[config.mk]
export PLATFORM = sky130hd
export DESIGN_NAME = fetch_unit_flat
export DESIGN_NICKNAME = d
export VERILOG_FILES = /design/src/fetch_pkg.sv /design/src/imem_if.sv /design/src/fetch_unit.sv /design/src/flat_wrapper.sv
export SDC_FILE = /design/constraint.sdc
export NUM_CORES = 1
export LEC_CHECK = 0
export BUFFER_PORTS_ARGS = -buffer_cell sky130_fd_sc_hd__buf_2
export CORE_ASPECT_RATIO = 1.75
export CORE_MARGIN = 5
export CORE_UTILIZATION = 54
export DETAILED_ROUTE_END_ITERATION = 6
export MAX_ROUTING_LAYER = met4
export PLACE_DENSITY = 0.92
export SLEW_MARGIN = 10
export SYNTH_ARGS = -nofsm -noshare
export SYNTH_HDL_FRONTEND = slang
export SYNTH_SLANG_ARGS = --single-unit
[constraint.sdc]
create_clock -name i_clock -period 23.5 [get_ports i_clock]
set_input_delay 1.175 -clock i_clock [delete_from_list [all_inputs] [get_ports i_clock]]
set_output_delay 1.175 -clock i_clock [all_outputs]
set_load 0.01 [all_outputs]
[src/fetch_pkg.sv]
package fetch_pkg;

    typedef logic [31:0] word_t;
    typedef logic [31:0] addr_t;
    typedef logic [7:0]  mem_index_t;
    typedef logic [4:0]  reg_index_t;
    typedef logic [6:0]  opcode_t;

    localparam int    MEM_WORDS = 256;
    localparam addr_t RESET_PC  = 32'h0000_0000;
    localparam int    MAX_WAIT  = 3;
    localparam int    WAIT_W    = $clog2(MAX_WAIT + 1);  // Wait counter width.

    // RV32I base opcodes.
    localparam opcode_t OP_LUI    = 7'b0110111;
    localparam opcode_t OP_AUIPC  = 7'b0010111;
    localparam opcode_t OP_JAL    = 7'b1101111;
    localparam opcode_t OP_JALR   = 7'b1100111;
    localparam opcode_t OP_BRANCH = 7'b1100011;
    localparam opcode_t OP_LOAD   = 7'b0000011;
    localparam opcode_t OP_STORE  = 7'b0100011;
    localparam opcode_t OP_IMM    = 7'b0010011;
    localparam opcode_t OP_REG    = 7'b0110011;

    typedef enum logic [2:0] {
        CLASS_ALU,
        CLASS_LOAD,
        CLASS_STORE,
        CLASS_BRANCH,
        CLASS_JUMP,
        CLASS_UPPER,
        CLASS_OTHER
    } instr_class_e;

    typedef enum logic [1:0] {
        FETCH_ISSUE,
        FETCH_WAIT,
        FETCH_STALL
    } fetch_state_e;

    // True for words that change the flow of control.
    function automatic logic is_control_transfer(input word_t word);
        opcode_t opcode;
        opcode = word[6:0];
        return (opcode == OP_BRANCH) || (opcode == OP_JAL) || (opcode == OP_JALR);
    endfunction

endpackage
[src/imem_if.sv]
`timescale 1ns/100ps

interface imem_if import fetch_pkg::*; ();

    logic  request;   // Level, held until ready.
    logic  restart;   // One-cycle pulse with a new address.
    addr_t address;
    logic  ready;     // One-cycle pulse, data valid.
    word_t data;

    modport fetcher (
        output request,
        output restart,
        output address,
        input  ready,
        input  data
    );

    modport memory (
        input  request,
        input  restart,
        input  address,
        output ready,
        output data
    );

endinterface

[src/fetch_unit.sv]
`timescale 1ns/100ps

module fetch_unit import fetch_pkg::*; (
    input  logic    i_clock,
    input  logic    i_rst_n,
    input  logic    i_redirect,
    input  addr_t   i_redirect_pc,
    imem_if.fetcher mem,
    output logic    o_valid,
    output word_t   o_instruction,
    output addr_t   o_pc
);

    fetch_state_e state_q;
    addr_t        pc_q;
    addr_t        address_q;
    logic         request_q;
    logic         restart_q;
    logic         issue;
    logic         fetch_done;

    // Redirect overrides both of these.
    assign issue      = (state_q == FETCH_ISSUE) && !i_redirect;
    assign fetch_done = (state_q == FETCH_WAIT) && mem.ready && !i_redirect;

    always_ff @(posedge i_clock) begin
        if (!i_rst_n) begin
            state_q   <= FETCH_STALL;
            pc_q      <= RESET_PC;
            request_q <= 1'b0;
            restart_q <= 1'b0;
            o_valid   <= 1'b0;
        end else begin
            restart_q <= 1'b0;
            o_valid   <= 1'b0;
            if (i_redirect) begin
                pc_q      <= i_redirect_pc;
                request_q <= 1'b1;
                restart_q <= 1'b1;  // Memory aborts anything in flight.
                state_q   <= FETCH_WAIT;
            end else begin
                case (state_q)
                    FETCH_ISSUE: begin
                        request_q <= 1'b1;
                        state_q   <= FETCH_WAIT;
                    end
                    FETCH_WAIT: begin
                        if (fetch_done) begin
                            request_q <= 1'b0;
                            o_valid   <= 1'b1;
                            pc_q      <= pc_q + 32'd4;
                            if (is_control_transfer(mem.data)) begin
                                state_q <= FETCH_STALL;  // Wait for the branch unit.
                            end else begin
                                state_q <= FETCH_ISSUE;
                            end
                        end
                    end
                    default: begin
                        state_q <= FETCH_STALL;
                    end
                endcase
            end
        end
    end

    always_ff @(posedge i_clock) begin
        if (i_redirect) begin
            address_q <= i_redirect_pc;
        end else if (issue) begin
            address_q <= pc_q;
        end
        if (fetch_done) begin
            o_instruction <= mem.data;
            o_pc          <= pc_q;
        end
    end

    assign mem.request = request_q;
    assign mem.restart = restart_q;
    assign mem.address = address_q;

endmodule

[src/flat_wrapper.sv]
// flat-port wrapper written by rule: the top's interface ports become plain ports
module fetch_unit_flat import fetch_pkg::*;
  (i_clock, i_rst_n, i_redirect, i_redirect_pc, o_valid, o_instruction, o_pc, mem_request, mem_restart, mem_address, mem_ready, mem_data);
  imem_if mem_i ();
  input  logic i_clock;
  input  logic i_rst_n;
  input  logic i_redirect;
  input  addr_t i_redirect_pc;
  output logic o_valid;
  output word_t o_instruction;
  output addr_t o_pc;
  output wire logic [$bits(mem_i.request)-1:0] mem_request;
  output wire logic [$bits(mem_i.restart)-1:0] mem_restart;
  output wire logic [$bits(mem_i.address)-1:0] mem_address;
  input wire logic [$bits(mem_i.ready)-1:0] mem_ready;
  input wire logic [$bits(mem_i.data)-1:0] mem_data;
  assign mem_request = mem_i.request;
  assign mem_restart = mem_i.restart;
  assign mem_address = mem_i.address;
  assign mem_i.ready = mem_ready;
  assign mem_i.data = mem_data;
  fetch_unit u_core (.i_clock(i_clock), .i_rst_n(i_rst_n), .i_redirect(i_redirect), .i_redirect_pc(i_redirect_pc), .mem(mem_i), .o_valid(o_valid), .o_instruction(o_instruction), .o_pc(o_pc));
endmodule
==> qor.yml <==
cp_data_arrival_time_ps: 3310
dr_total_vias: 3955
post_synth_num_cell_types: 44
power_density_mw_per_mm2: 83.12
post_cts_resized: 0
layout-area-overhead-vs-synth_pct: 29.20
post_drt_via_cell_ratio: 5.715
max_freq_mhz: 334.7
slew_headroom: 0.2447
layout-drive-gt1-share: 0.3954
tightest_slew_ps: 1129
grt_start_max_net_pins: 57
avgSynthCellArea_sq_um: 13.49
grt_setup_unrepaired: "no"
multiInputGateArea_sq_mm: 0.001496
ant_nets: 0
cp-end-kind: "register"
hold_violations: 0
seqCellArea_sq_mm: 0.003623
drcViolationCount: 0
wirelength_microns: 13160
wl_per_cell_microns: 19.01
io_pins: 167
yosysTopAreaCellShare: 0.5524
finalSetupTns_ps: 0
drt_iter0_drc: 335
synth.most_common_cell: "edfxtp_1"
cts_tree: "built"
synthFlopType: "edfxtp_1"
gr-total-overflow: 0
netlist_area_sq_mm: 0.005219
die_y_microns: 140.1
cts_setup_buffers: 0
fin_crit_sh: 0.1271
antenna_found_initial: 1
fin_skew_ps: 7.781
yosysTopAreaCell: "edfxtp_1"
port_buffers: 166
synth.top_cells.by_area: "edfxtp_1 (55%), dfxtp_1 (14%), mux2_2 (4.7%), o21ai_0 (3.2%), or4_1 (1.9%)"
slew_violations: 0
die_w_microns: 84.32
ys_ff_latch: 133
synth_fp_nets: 456
clock-root-buffer: "clkbuf_16"
status: "complete, no violations"
worstHoldPathType: "reg2reg"
gp_congestion: 0.8439
dpl-instance-area_sq_mm: 0.006175
dp_hpwl_microns: 9238
synthTopCellsByCount: "edfxtp_1 (96), dfxtp_1 (37), o21ai_0 (33)"
grt_pass1_wl_microns: 20630
holdBufCountCts: 0
cp-start-kind: "primary input"
worstSetupPathType: "in2reg"
cts_buffer_depth: 2
cts_buffers: 17
n_fill_cell: 656
grtUsageTotal: 0.2321
peakVddDrop_v: 0.00008067
post-route-min-period_ps: 2988
start_util: 0.5512
core_sq_mm: 0.009468
design_area_sq_mm: 0.006743
cts.sinks: 133
clock_latency_ps: 410
p_leak_nw: 2.634
drt_pass1_iterations: 5
maxCapViolCount: 0
ys_seq_area_frac: 0.6943
h-tree-depth: 4
async_flop_share: 0
critPathRequiredTime_ps: 23820
path_clk_slew_ps: 50
synth_edf_count: 96
netlist_instances: 387
fin_nets: 625
setup_viol: 0
grt_pass1_vias: 4085
ys_warn_count: 0
num_rows: 47
die_area_sq_mm: 0.01181
cp_max_fo: 56
==> cells by family after synthesis <==
logic type / Yosys count / share of synthesized area
flops: 133 / 0.6943
simple gates: 106 / 0.1144
compound gates: 84 / 0.1007
buf+inv: 31 / 0.02397
mux: 22 / 0.04747
xor+xnor: 10 / 0.01678
fa+ha+maj: 1 / 0.002397
==> through the flow <==
step           setup slack [ps]  hold slack (ps)  total power [mW]  std cells  utilization
2_1_floorplan             14390            404.4            0.2951        387            -
3_3_place_gp              20250            411.1            0.3128        659       0.6522
3_5_place_dp              20140            416.5            0.3149        659       0.6522
4_1_cts                   20560            432.3            0.5625        691       0.7119
5_1_grt                   20400            448.6            0.5788        692       0.7122
6_report                  20510            432.2            0.5604        692       0.7122
==> cell type report <==
class,instances,share of cell area
clock inverters,14,0.02023
multi-input cells,223,0.2219
well taps,122,0.02264
diodes,1,0.0003711
inverters,11,0.006124
clock buffers,18,0.06365
flip-flops and latches,133,0.5374
repair buffers,170,0.1277
==> state kept, by name, indices dropped and copies added (netlist names) <==
signal,flops
u_core.mem.address,32
u_core.mem.request,1
u_core.mem.restart,1
u_core.o_instruction,32
u_core.o_pc,32
u_core.o_valid,1
u_core.pc_q,32
u_core.state_q,2
==> worst paths after layout <==
kind / start / end / slack [ps] / cells after the start
hold / removal: u_core.pc_q[1] / u_core.o_pc[1] / 430 / 0
hold reg to reg: u_core.pc_q[1] / u_core.o_pc[1] / 430 / 0
setup reg to reg: u_core.pc_q[14] / u_core.pc_q[26] / 21210 / 4
setup / recovery: i_redirect / u_core.pc_q[26] / 20510 / 7
==> cells in the final DEF, fill, tap and decap left out, drive strengths merged, types with 8 or more instances in the layout <==
master,Yosys,layout
inv,10,11
clkinv,1,8
edfxtp,96,96
nand3,13,13
mux2,22,22
nor2,13,13
clkbuf,15,18
dfxtp,37,37
a31oi,9,9
a21oi,10,10
or3,8,8
nand4,8,8
o21ai,33,33
or4,13,13
buf,5,170
nand2,24,24
==> critical path: stages <==
cell      delay [ps]
buf_2            100
buf_4            310
nor4bb_4         350
buf_4            490
nand2_1          200
or4_1            520
o211ai_1         120
==> per-layer routing <==
metal	global-route usage	vias up	wire [microns]
li1	-	1841	-
met1	0.2324	1903	4437
met2	0.4246	192	7559
met3	0.06698	19	954
met4	0.07797	0	204
met5	-	-	0
==> power breakdown <==
group | switching (mW) | internal [mW]
registers | 0.00867 | 0.264
clock network | 0.0949 | 0.155
logic | 0.0213 | 0.0165
total | 0.125 | 0.436
No activity file was read; power rests on OpenSTA's default activity.
