<file path="config.mk">
export PLATFORM = sky130hd
export DESIGN_NAME = instr_decode
export DESIGN_NICKNAME = d
export VERILOG_FILES = /design/src/fetch_pkg.sv /design/src/instr_decode.sv
export SDC_FILE = /design/constraint.sdc
export NUM_CORES = 1
export LEC_CHECK = 0
export BUFFER_PORTS_ARGS = -buffer_cell sky130_fd_sc_hd__buf_2
export CAP_MARGIN = 20
export CORE_MARGIN = 5
export CORE_UTILIZATION = 47
export CTS_BUF_LIST = sky130_fd_sc_hd__clkbuf_2 sky130_fd_sc_hd__clkbuf_4 sky130_fd_sc_hd__clkbuf_8
export DETAILED_ROUTE_END_ITERATION = 8
export GPL_ROUTABILITY_DRIVEN = 0
export PLACE_DENSITY = 0.8
export SLEW_MARGIN = 20
export SYNTH_ARGS = -nofsm -noshare
export SYNTH_HDL_FRONTEND = slang
export SYNTH_SLANG_ARGS = --single-unit
</file>
<file path="constraint.sdc">
create_clock -name i_clock -period 1.51 [get_ports i_clock]
set_clock_uncertainty 0.1 [all_clocks]
set_input_delay 0.0755 -clock i_clock [delete_from_list [all_inputs] [get_ports i_clock]]
set_output_delay 0.0755 -clock i_clock [all_outputs]
set_load 0.02 [all_outputs]
</file>
<file path="src/fetch_pkg.sv">
package fetch_pkg;

    typedef logic [31:0] word_t;
    typedef logic [31:0] addr_t;
    typedef logic [7:0]  mem_index_t;
    typedef logic [4:0]  reg_index_t;
    typedef logic [6:0]  opcode_t;

    localparam int    MEM_WORDS = 256;
    localparam addr_t RESET_PC  = 32'h0000_0000;
    localparam int    MAX_WAIT  = 3;
    localparam int    WAIT_W    = $clog2(MAX_WAIT + 1);  // Wait counter width.

    // RV32I base opcodes.
    localparam opcode_t OP_LUI    = 7'b0110111;
    localparam opcode_t OP_AUIPC  = 7'b0010111;
    localparam opcode_t OP_JAL    = 7'b1101111;
    localparam opcode_t OP_JALR   = 7'b1100111;
    localparam opcode_t OP_BRANCH = 7'b1100011;
    localparam opcode_t OP_LOAD   = 7'b0000011;
    localparam opcode_t OP_STORE  = 7'b0100011;
    localparam opcode_t OP_IMM    = 7'b0010011;
    localparam opcode_t OP_REG    = 7'b0110011;

    typedef enum logic [2:0] {
        CLASS_ALU,
        CLASS_LOAD,
        CLASS_STORE,
        CLASS_BRANCH,
        CLASS_JUMP,
        CLASS_UPPER,
        CLASS_OTHER
    } instr_class_e;

    typedef enum logic [1:0] {
        FETCH_ISSUE,
        FETCH_WAIT,
        FETCH_STALL
    } fetch_state_e;

    // True for words that change the flow of control.
    function automatic logic is_control_transfer(input word_t word);
        opcode_t opcode;
        opcode = word[6:0];
        return (opcode == OP_BRANCH) || (opcode == OP_JAL) || (opcode == OP_JALR);
    endfunction

endpackage
</file>
<file path="src/instr_decode.sv">
`timescale 1ns/100ps

module instr_decode import fetch_pkg::*; (
    input  logic         i_clock,
    input  logic         i_rst_n,
    input  logic         i_valid,
    input  word_t        i_instruction,
    input  addr_t        i_pc,
    output logic         o_dec_valid,
    output addr_t        o_pc,
    output word_t        o_instruction,
    output instr_class_e o_class,
    output reg_index_t   o_rd,
    output reg_index_t   o_rs1,
    output reg_index_t   o_rs2,
    output word_t        o_imm
);

    opcode_t      opcode;
    instr_class_e dec_class;
    word_t        dec_imm;
    word_t        w;

    assign w      = i_instruction;
    assign opcode = w[6:0];

    always_comb begin
        case (opcode)
            OP_IMM, OP_REG:    dec_class = CLASS_ALU;
            OP_LOAD:           dec_class = CLASS_LOAD;
            OP_STORE:          dec_class = CLASS_STORE;
            OP_BRANCH:         dec_class = CLASS_BRANCH;
            OP_JAL, OP_JALR:   dec_class = CLASS_JUMP;
            OP_LUI, OP_AUIPC:  dec_class = CLASS_UPPER;
            default:           dec_class = CLASS_OTHER;
        endcase
    end

    // Sign-extended immediate per format.
    always_comb begin
        case (opcode)
            OP_LOAD, OP_IMM, OP_JALR: begin
                dec_imm = {{20{w[31]}}, w[31:20]};  // I-type.
            end
            OP_STORE: begin
                dec_imm = {{20{w[31]}}, w[31:25], w[11:7]};
            end
            OP_BRANCH: begin
                dec_imm = {{19{w[31]}}, w[31], w[7], w[30:25], w[11:8], 1'b0};
            end
            OP_LUI, OP_AUIPC: begin
                dec_imm = {w[31:12], 12'b0};
            end
            OP_JAL: begin
                dec_imm = {{11{w[31]}}, w[31], w[19:12], w[20], w[30:21], 1'b0};
            end
            default: begin
                dec_imm = '0;  // R-type and unknown.
            end
        endcase
    end

    always_ff @(posedge i_clock) begin
        if (!i_rst_n) begin
            o_dec_valid <= 1'b0;
        end else begin
            o_dec_valid <= i_valid;
        end
    end

    always_ff @(posedge i_clock) begin
        if (i_valid) begin
            o_pc          <= i_pc;
            o_instruction <= w;
            o_class       <= dec_class;
            o_rd          <= w[11:7];
            o_rs1         <= w[19:15];
            o_rs2         <= w[24:20];
            o_imm         <= dec_imm;
        end
    end

endmodule

</file>
==> summary.txt, run 1 <==
======================================================================================
Type of origin of the critical path .....................................    input pin
Maximum fanout count along the critical path ............................            5
Gate Count Post-Synth ...................................................          195
Number of remaining DRC errors ..........................................            0
Post-synthesis sequential area ratio ....................................        0.819
DR iter-0 viols .........................................................           91
Post-DP HPWL ............................................................      6.49 mm
Detailed-route via count ................................................        2,651
Total GRT Usage .........................................................        0.203
Starting Density ........................................................        0.478
Worst min path class .................................................... input pin to flop
Count of non-filler cells in the finished layout ........................          556
Detail Route Antenna Nets ...............................................            0
Final max-slew violation count ..........................................            0
Standby leakage power ...................................................      2.48 nW
Synthesized flop and latch total ........................................          100
Slowest-stage cell, CP .................................................. sky130_fd_sc_hd__dlygate4sd3_1
Ranking of synthesized cells by area .................................... sky130_fd_sc_hd__edfxtp_1 81%, sky130_fd_sc_hd__a21o_1 4.1%, sky130_fd_sc_hd__buf_4 3.1%
Average size of a mapped cell ...........................................     18.7 µm²
Drt via density .........................................................         4.77
Setup total negative slack ..............................................         0 ns
Number of antenna violations at the first check in global routing .......            0
Sequential cell fraction of total power .................................        0.561
Filler Cell Count .......................................................          486
Share of layout cells above drive strength 1 ............................        0.496
Area inside the core boundary ...........................................     7650 µm²
Wire length of the first global-routing pass ............................      15.1 mm
Internal power ..........................................................    0.00444 W
Sequential cell area in the final layout ................................     2990 µm²
Hold Path Cell Cnt ......................................................            2
Power density over the cells ............................................  1070 nW/µm²
Clock-pin slew on the worst setup and hold paths ........................      0.08 ns
Slew at the pin closest to its max-slew limit ...........................     0.736 ns
Cell total after placement ..............................................          477
Cell Area, Placed .......................................................     4710 µm²
Number of distinct standard cells referenced by the synthesized netlist .           33
Row count ...............................................................           32
Area growth syn-to-layout ...............................................        51.7%
CTS-repair resized insts ................................................            0
Final Hold Violating Endpoints ..........................................            0
CP Cell Sequence ........................................................ buf_2, dlygate4sd3_1, buf_4, nand2_1, nor4_2, buf_4, a22o_1
Number of flops mapped to enable cells by yosys .........................           99
Pin count of the biggest net entering global routing ....................           57
Multi-input logic area ..................................................      514 µm²
Final setup slack of the worst path .....................................    0.0408 ns
Start-to-end type of the worst setup path ............................... input pin to flop
Slowest cell delay on critical path .....................................      0.55 ns
CP Data Arrival Time ....................................................      1.47 ns
Yosys Warn Count ........................................................            0
Syn nets ................................................................          262
Setup crit end kind .....................................................         flop
Die area ................................................................     9640 µm²
VDD IR max ..............................................................       581 µV
Net switching power .....................................................    0.00149 W
Relative max-transition margin ..........................................        0.508
IO buf count ............................................................          181
Most common cell on crit path ........................................... sky130_fd_sc_hd__buf_4
Total grt overflow ......................................................            0
# H-tree levels .........................................................            3
Most common cell in the synthesized netlist ............................. sky130_fd_sc_hd__edfxtp_1
Cell chosen for the clock root .......................................... sky130_fd_sc_hd__clkbuf_8
Inserted Clock Buffers ..................................................            9
TritonCTS clock tree ....................................................          yes
Routed length per instance ..............................................      17.8 µm
Die height ..............................................................      98.2 µm
Final period util .......................................................        0.973
Num ports ...............................................................          182
Antenna cells ...........................................................            0
Peak clock frequency supported by timing ................................      681 MHz
Proportion of total power due to net switching ..........................        0.251
Total number of clock tree sinks ........................................          100
Main synth FF type ...................................................... sky130_fd_sc_hd__edfxtp_1
Vias in the first global route ..........................................        2,818
Pre-CTS setup slack .....................................................   -0.0112 ns
Net count, final ........................................................          517
Startpoint of the lowest-slack hold path ................................ i_instruction[3]
Share of synthesized flip-flops with an asynchronous set or reset .......            0
Setup repair after global routing missed its margin .....................           no
Top-area cell type share of the netlist area ............................        0.814
Logic gate share of total power .........................................        0.162
Ranking of synthesized cells by instance count .......................... 99 x sky130_fd_sc_hd__edfxtp_1, 20 x sky130_fd_sc_hd__a21o_1, 15 x sky130_fd_sc_hd__buf_4
Required time at the endpoint of the critical path ......................      1.51 ns
Mapped cell area ........................................................     3650 µm²
Worst Hold End .......................................................... o_instruction[3]
Number of iterations in the first detailed-routing pass .................            4
Layout Cell Area excl Fill ..............................................     5540 µm²
Max Cap Viol ............................................................            0
Post-layout minimum cycle time ..........................................      1.47 ns
Run status .............................................................. finished clean
Total wirelength of the detailed-routed design ..........................      9.89 mm
Maximum clock insertion buffer count ....................................            2
Share of total power in the clock network ...............................        0.277
Post-synth top area cell ................................................ sky130_fd_sc_hd__edfxtp_1
Number of endpoints failing setup at the final stage ....................            0
Chip Width ..............................................................      98.2 µm
======================================================================================
-- state kept, by name, summed over array words and instances (netlist names) --
name and cells:
o_pc 32, o_class 3, o_imm 32, o_dec_valid 1, o_instruction 32
-- worst max-delay path by stage --
stage                           from         to  slack (ns)  cells after the start
finish              i_instruction[1]   o_imm[1]        0.04                      7
detailed placement  i_instruction[1]  o_imm[23]       -0.01                      5
floorplan           i_instruction[6]  o_imm[21]        0.32                      6
global placement    i_instruction[1]  o_imm[24]        0.06                      5
CTS                 i_instruction[0]   o_imm[1]        0.09                      7
global route        i_instruction[0]   o_imm[1]       0.009                      7
-- per-stage QoR --
step	total power, W	hold WS (ns)	util
after global routing	0.00619	0.0163	0.725
final	0.00593	0.0223	0.725
after floorplan	0.00381	0.0744	-
after CTS	0.00597	0.00681	0.725
after global placement	0.00419	0.152	0.616
after detailed placement	0.00421	0.154	0.616
-- kinds of logic after synthesis --
| group | count (synthesis) | synth area share |
|---|---|---|
| DFF | 100 | 0.819 |
| and+or+nand+nor | 36 | 0.0568 |
| AOI/OAI and AO/OA | 38 | 0.0839 |
| buffers and inverters | 21 | 0.0401 |
-- timing repair --
item / 4_1_cts / 5_1_grt
endpoints found under the hold margin: 95 / 0
hold buffers: 64 / 0
setup buffers: 0 / 0
-- per-layer routing --
metal  global-route usage  part of all wire  vias up
met5                    0                 0        -
met4               0.0504             0.011        0
met3               0.0686             0.088        8
met2                0.362              0.52      130
met1                0.237              0.38     1274
li1                     -                 -     1239
-- power groups by stage --
stage	logic, W	clock network (W)	registers [W]
detailed placement	0.000825	0	0.00338
CTS	0.000956	0.00169	0.00332
finish	0.000960	0.00164	0.00333
global route	0.00101	0.00184	0.00334
floorplan	0.000153	0	0.00365
global placement	0.000810	0	0.00338
-- worst max-delay path, delay by kind of cell --
kind	cells	cell delay (ns)
buf+inv	4	0.95
simple gates	2	0.27
compound gates	1	0.19
-- placed cells by master (no fill, tap or decap), types with 2 or more instances in the layout --
master                            n
sky130_fd_sc_hd__buf_12           2
sky130_fd_sc_hd__buf_2          180
sky130_fd_sc_hd__nor2b_1          8
sky130_fd_sc_hd__clkbuf_4         2
sky130_fd_sc_hd__clkbuf_8         9
sky130_fd_sc_hd__nor2_1           3
sky130_fd_sc_hd__and2_1           3
sky130_fd_sc_hd__nor3_1           3
sky130_fd_sc_hd__edfxtp_1        99
sky130_fd_sc_hd__nand2b_1         2
sky130_fd_sc_hd__a22o_1           4
sky130_fd_sc_hd__a21oi_2          3
sky130_fd_sc_hd__a21o_1          20
sky130_fd_sc_hd__nand2_1          9
sky130_fd_sc_hd__dlygate4sd3_1   64
sky130_fd_sc_hd__buf_4           17
sky130_fd_sc_hd__a21oi_1          2
sky130_fd_sc_hd__nand3_1          2
-- cell type report --
cell class | count | area share
flip-flops and latches | 100 | 0.540
repair buffers | 263 | 0.308
multi-input cells | 74 | 0.0928
clock buffers | 11 | 0.0251
well taps | 102 | 0.0230
clock inverters | 4 | 0.00926
inverters | 2 | 0.00135
No activity file was read; power rests on OpenSTA's default activity.
==> inputs of run 2 (changes only) <==
CORE_UTILIZATION = 50   (was 47)
PLACE_DENSITY = 0.84   (was 0.8)
clock period = 1.69 ns   (was 1.51 ns; I/O delays follow)
==> run 2 against run 1 <==
Compared with the run above:
- worst hold slack improved by 0.0031 ns
- die area is 5.4% lower
- core utilization increased by 3.5 points
- wire length fell by 0.19%
- final area fell by 1.6%
- clock-buffer cell count shrank 2
- via count down 1.2%
- flip-flop and latch count stayed put
- global-route usage rose by 1.0 points
==> summary.txt, run 2 (synthesis results as in run 1) <==
================================================================================
Wire length of the first global-routing pass ......................      14.1 mm   -6.8%
Total grt overflow ................................................            0   unchanged
Total wirelength of the detailed-routed design ....................      9.87 mm   -0.19%
Detailed-route via count ..........................................        2,619   -1.2%
Post-DP HPWL ......................................................      6.41 mm   -1.3%
Maximum fanout count along the critical path ......................            7   +2
Clock-pin slew on the worst setup and hold paths ..................      0.11 ns   +0.03 ns
Post-layout minimum cycle time ....................................      1.60 ns
Vias in the first global route ....................................        2,636   -6.5%
Area inside the core boundary .....................................     7180 µm²   -6.2%
Number of buffers inserted to repair setup after CTS ..............            0   unchanged
Logic gate share of total power ...................................        0.153   -0.009
Total GRT Usage ...................................................        0.213   +0.0103
Maximum clock insertion buffer count ..............................            2   unchanged
Net switching power ...............................................    0.00145 W   -2.5%
Final max-slew violation count ....................................            0   unchanged
Slew at the pin closest to its max-slew limit .....................     0.694 ns   -0.0417 ns
Pin count of the biggest net entering global routing ..............           67   +18%
Number of remaining DRC errors ....................................            0   unchanged
Sequential cell fraction of total power ...........................        0.550   -0.011
Post-layout power .................................................    0.00541 W   -8.7%
Largest registers ................................................. o_imm x32, o_instruction x32, o_pc x32
TritonCTS clock tree ..............................................          yes
Total number of clock tree sinks ..................................          100   unchanged
Worst min path class .............................................. input pin to flop
Max Cap Viol ......................................................            0   unchanged
Final period util .................................................        0.945
Starting Density ..................................................        0.509   +0.0314
Commonest cells after routing, fill and taps aside ................ 180 x sky130_fd_sc_hd__buf_2, 99 x sky130_fd_sc_hd__edfxtp_1, 64 x sky130_fd_sc_hd__dlygate4sd3_1
Area growth syn-to-layout .........................................        49.2%
Routed length per instance ........................................      18.3 µm   +3.0%
Hold Path Cell Cnt ................................................            1   -1
VDD IR max ........................................................       533 µV   -8.2%
Internal power ....................................................    0.00396 W   -11%
Setup crit end kind ...............................................         flop
Row count .........................................................           31   -3.1%
DR iter-0 viols ...................................................          113   +24%
Post-Route Hold Slack .............................................    0.0254 ns   +0.00310 ns
Final Hold Violating Endpoints ....................................            0   unchanged
Inserted Clock Buffers ............................................            9   unchanged
Share of total power in the clock network .........................        0.298   +0.021
Power density over the cells ......................................   993 nW/µm²   -7.2%
Detail Route Antenna Nets .........................................            0   unchanged
Num ports .........................................................          182   unchanged
Startpoint of the lowest-slack hold path .......................... i_instruction[2]
# H-tree levels ...................................................            3   unchanged
Setup total negative slack ........................................         0 ns   unchanged
IO buf count ......................................................          181   unchanged
Commonest non-fill, non-tap cell in the layout .................... sky130_fd_sc_hd__buf_2
Required time at the endpoint of the critical path ................      1.80 ns   +0.29 ns
Number of endpoints failing setup at the final stage ..............            0   unchanged
Die height ........................................................      95.5 µm   -2.7%
Standby leakage power .............................................      2.41 nW   -2.9%
Type of origin of the critical path ...............................    input pin
CP Data Arrival Time ..............................................      1.71 ns   +0.24 ns
Critical path startpoint .......................................... i_instruction[4]
Net count, final ..................................................          501   -3.1%
Final core utilization ............................................        0.760   +0.0349
Start-to-end type of the worst setup path ......................... input pin to flop
Die area ..........................................................     9120 µm²   -5.4%
Run status ........................................................ finished clean
Number of iterations in the first detailed-routing pass ...........            4   unchanged
Chip Width ........................................................      95.5 µm   -2.7%
Number of antenna violations at the first check in global routing .            1   +1
Drt via density ...................................................         4.86   +1.9%
CP Capture Point ..................................................     o_imm[5]
Proportion of total power due to net switching ....................        0.268   +0.0172
Relative max-transition margin ....................................        0.536   +0.0279
Peak clock frequency supported by timing ..........................      626 MHz
Share of layout cells above drive strength 1 ......................        0.478   -0.0172
Cell chosen for the clock root .................................... sky130_fd_sc_hd__clkbuf_8
================================================================================
[run 2: cell types whose count changed in the layout (fill, tap and decap cells not counted), moves of 2 or more]
cell                       delta
sky130_fd_sc_hd__a21oi_2      -2
sky130_fd_sc_hd__a21oi_4      +2
sky130_fd_sc_hd__inv_8        +2
sky130_fd_sc_hd__buf_4       -15
sky130_fd_sc_hd__clkbuf_4     -2
[run 2: what timing repair did]
item                                    CTS  global route
hold endpoints to repair                 95             0
endpoints found under the setup margin    0            17
hold buffers                             64             0
resized for setup                         0             2
[run 2: layout make-up]
cell class,instances,area (µm²)
Antenna cell,1,2.50
Clock buffer,9,124
Clock inverter,7,93.8
Fill cell,437,1730
Inverter,2,7.51
Multi-Input combinational cell,74,529
Sequential cell,100,2990
Tap cell,99,124
Timing Repair Buffer,247,1580
[run 2: metrics by stage]
step | instances | cell area (µm²) | setup WS (ns)
2_1_floorplan | 195 | 3650 | 0.495
3_3_place_gp | 458 | 4570 | 0.141
3_5_place_dp | 458 | 4570 | 0.0395
4_1_cts | 538 | 5430 | 0.0189
5_1_grt | 539 | 5450 | -0.00592
6_report | 539 | 5450 | 0.0922
[run 2: critical path: stages]
cell and delay (ns):
sky130_fd_sc_hd__dlygate4sd3_1 0.53, sky130_fd_sc_hd__buf_2 0.16, sky130_fd_sc_hd__and2b_2 0.29, sky130_fd_sc_hd__o2111ai_2 0.18, sky130_fd_sc_hd__and2_1 0.29, sky130_fd_sc_hd__nor2b_1 0.18
[run 2: how the worst min path moves through the flow]
| stage | to | slack (ns) |
|---|---|---|
| 6_report | o_instruction[2] | 0.03 |
| 4_1_cts | o_instruction[2] | 0.0007 |
| 5_1_grt | o_instruction[2] | 0.008 |
| 3_5_place_dp | o_pc[30] | 0.16 |
| 3_3_place_gp | o_pc[30] | 0.16 |
| 2_1_floorplan | o_instruction[0] | 0.08 |
[run 2: power groups by stage]
stage | Combinational, W | Clock [W] | Sequential (W)
final | 0.000826 | 0.00161 | 0.00297
after detailed placement | 0.000707 | 0 | 0.00302
after CTS | 0.000825 | 0.00163 | 0.00297
after global routing | 0.000874 | 0.00176 | 0.00299
after global placement | 0.000693 | 0 | 0.00301
after floorplan | 0.000136 | 0 | 0.00327
[run 2: per-layer routing]
metal / vias to the layer above / global-route usage / routed length (µm)
met5: - / 0 / 0
met4: 0 / 0.0687 / 126
met3: 16 / 0.0600 / 807
met2: 135 / 0.399 / 5420
met1: 1255 / 0.232 / 3520
li1: 1213 / - / -
==> inputs of run 3 (changes only) <==
CORE_UTILIZATION = 42   (was 50)
PLACE_DENSITY = 0.75   (was 0.84)
clock period = 1.4 ns   (was 1.69 ns; I/O delays follow)
==> run 3 against run 2 <==
Compared with the run above:
- clock power increased by 11%
- first-iteration DRC count decreased by 15%
- sequential power increased by 21%
- largest power group unchanged
- wire length decreased by 6.1%
- clock-buffer cell count increased by 1
- combinational power increased by 22%
- cell count increased by 3.2%
- critical path depth unchanged
- global-route usage decreased by 5.1 points
- critical endpoint is now o_imm[2]
- final area increased by 0.96%
- power increased by 18%
==> summary.txt, run 3 (synthesis results as in run 1) <==
================================================================================
CP Data Arrival Time ..............................................      1.47 ns   -0.24 ns
Final max-slew violation count ....................................            0   unchanged
Number of remaining DRC errors ....................................            0   unchanged
Top delay family on crit path ..................................... buffers and inverters
Net count, final ..................................................          510   +1.8%
Inserted Clock Buffers ............................................            9   unchanged
Post-layout power .................................................    0.00637 W   +18%
Type of origin of the critical path ...............................    input pin
Vias in the first global route ....................................        2,543   -3.5%
Share of layout cells above drive strength 1 ......................        0.493   +0.0149
Number of iterations in the first detailed-routing pass ...........            5   +1
Row count .........................................................           34   +9.7%
Worst min path class .............................................. input pin to flop
Largest registers ................................................. o_imm x32, o_instruction x32, o_pc x32
Power density over the cells ......................................  1160 nW/µm²   +17%
Maximum fanout count along the critical path ......................            4   -3
Most common cell on crit path ..................................... sky130_fd_sc_hd__buf_4
Chip Width ........................................................       103 µm   +8.2%
Total GRT Usage ...................................................        0.163   -0.0508
Final period util .................................................        0.967
Antenna cells .....................................................            0   -1
Setup crit end kind ...............................................         flop
Wire length of the first global-routing pass ......................      13.0 mm   -8.1%
Maximum clock insertion buffer count ..............................            2   unchanged
Cell chosen for the clock root .................................... sky130_fd_sc_hd__clkbuf_8
VDD IR max ........................................................       644 µV   +21%
Drt via density ...................................................         4.67   -3.8%
IO buf count ......................................................          181   unchanged
Detail Route Antenna Nets .........................................            0   unchanged
Die area ..........................................................   10,700 µm²   +17%
Peak clock frequency supported by timing ..........................      738 MHz
Run status ........................................................ finished clean
Setup repair after global routing missed its margin ...............           no
Clock-pin slew on the worst setup and hold paths ..................      0.09 ns   -0.02 ns
Final setup slack of the worst path ...............................    0.0455 ns   -0.0467 ns
Post-layout minimum cycle time ....................................      1.35 ns
Commonest cells after routing, fill and taps aside ................ 180 x sky130_fd_sc_hd__buf_2, 99 x sky130_fd_sc_hd__edfxtp_1, 63 x sky130_fd_sc_hd__dlygate4sd3_1
Num ports .........................................................          182   unchanged
Post-Route Hold Slack .............................................    0.0366 ns   +0.0111 ns
# H-tree levels ...................................................            3   unchanged
Area growth syn-to-layout .........................................        50.6%
Post-DP HPWL ......................................................      6.56 mm   +2.2%
Standby leakage power .............................................      2.45 nW   +1.7%
Start-to-end type of the worst setup path ......................... input pin to flop
Pre-CTS setup slack ...............................................    -0.226 ns   -0.265 ns
Starting Density ..................................................        0.425   -0.0840
Slowest-stage cell, CP ............................................ sky130_fd_sc_hd__dlygate4sd3_1
Total grt overflow ................................................            0   unchanged
Detailed-route via count ..........................................        2,599   -0.76%
Relative max-transition margin ....................................        0.623   +0.0875
Routed length per instance ........................................      16.7 µm   -9.0%
Final Hold Violating Endpoints ....................................            0   unchanged
Cell total after placement ........................................          477   +4.1%
TritonCTS clock tree ..............................................          yes
DR iter-0 viols ...................................................           96   -15%
Count of non-filler cells in the finished layout ..................          556   +3.2%
Total number of clock tree sinks ..................................          100   unchanged
Slowest cell delay on critical path ...............................      0.55 ns   +0.02 ns
CP Cell Sequence .................................................. buf_2, dlygate4sd3_1, buf_4, nor4_2, buf_4, a22o_1
Total wirelength of the detailed-routed design ....................      9.27 mm   -6.1%
Required time at the endpoint of the critical path ................      1.52 ns   -0.28 ns
Slew at the pin closest to its max-slew limit .....................     0.565 ns   -0.129 ns
Die height ........................................................       103 µm   +8.2%
Number of antenna violations at the first check in global routing .            0   -1
Max Cap Viol ......................................................            0   unchanged
Pin count of the biggest net entering global routing ..............           68   +1.5%
Area inside the core boundary .....................................     8590 µm²   +20%
Filler Cell Count .................................................          662   +51%
Number of endpoints failing setup at the final stage ..............            0   unchanged
Commonest non-fill, non-tap cell in the layout .................... sky130_fd_sc_hd__buf_2
Total buffers and inverters traversed by the critical path ........            4   +2
================================================================================
run 3: changes by cell type in the layout (fill, tap and decap cells not counted), sizes merged:
cell / previous run / this run
inv: 5 / 2
diode: 1 / 0
dlygate4sd3: 64 / 63
clkinv: 2 / 4
clkbuf: 9 / 10
buf: 183 / 193
run 3: power by group:
group | switching (W) | total (W) | internal, W
sequential | 0.0000619 | 0.00358 | 0.00352
clock | 0.000938 | 0.00178 | 0.000846
combinational | 0.000606 | 0.00101 | 0.000401
run 3: final cells by class:
class	instances	area [µm²]	area share
inverters	2	7.51	0.00136
clock inverters	6	65.1	0.0118
well taps	108	135	0.0246
repair buffers	256	1650	0.301
multi-input cells	74	517	0.0939
flip-flops and latches	100	2990	0.544
clock buffers	10	131	0.0239
run 3: what timing repair did:
item,4_1_cts,5_1_grt
setup buffers,0,0
gates resized for setup,0,1
hold buffers,63,0
endpoints found under the hold margin,94,0
endpoints found under the setup margin,0,4
run 3: routing by layer:
layer  up-vias  global-route usage  wire length (µm)
li1       1231                   -                 -
met1      1239               0.187              3420
met2       118               0.293              4870
met3        11              0.0423               846
met4         0              0.0578               132
met5         -                   0                 0
run 3: stage by stage:
step | setup TNS (ns) | instance area, µm² | utilization
3_3_place_gp | -1.18 | 4670 | 0.544
4_1_cts | 0 | 5500 | 0.640
2_1_floorplan | 0 | 3650 | -
5_1_grt | 0 | 5500 | 0.640
6_report | 0 | 5500 | 0.640
3_5_place_dp | -2.42 | 4670 | 0.544
run 3: worst paths after layout:
kind	start	endpoint	slack [ns]	depth (start not counted)
worst max-delay path	i_instruction[3]	o_imm[2]	0.05	6
worst min-delay path	i_instruction[6]	o_instruction[6]	0.04	2
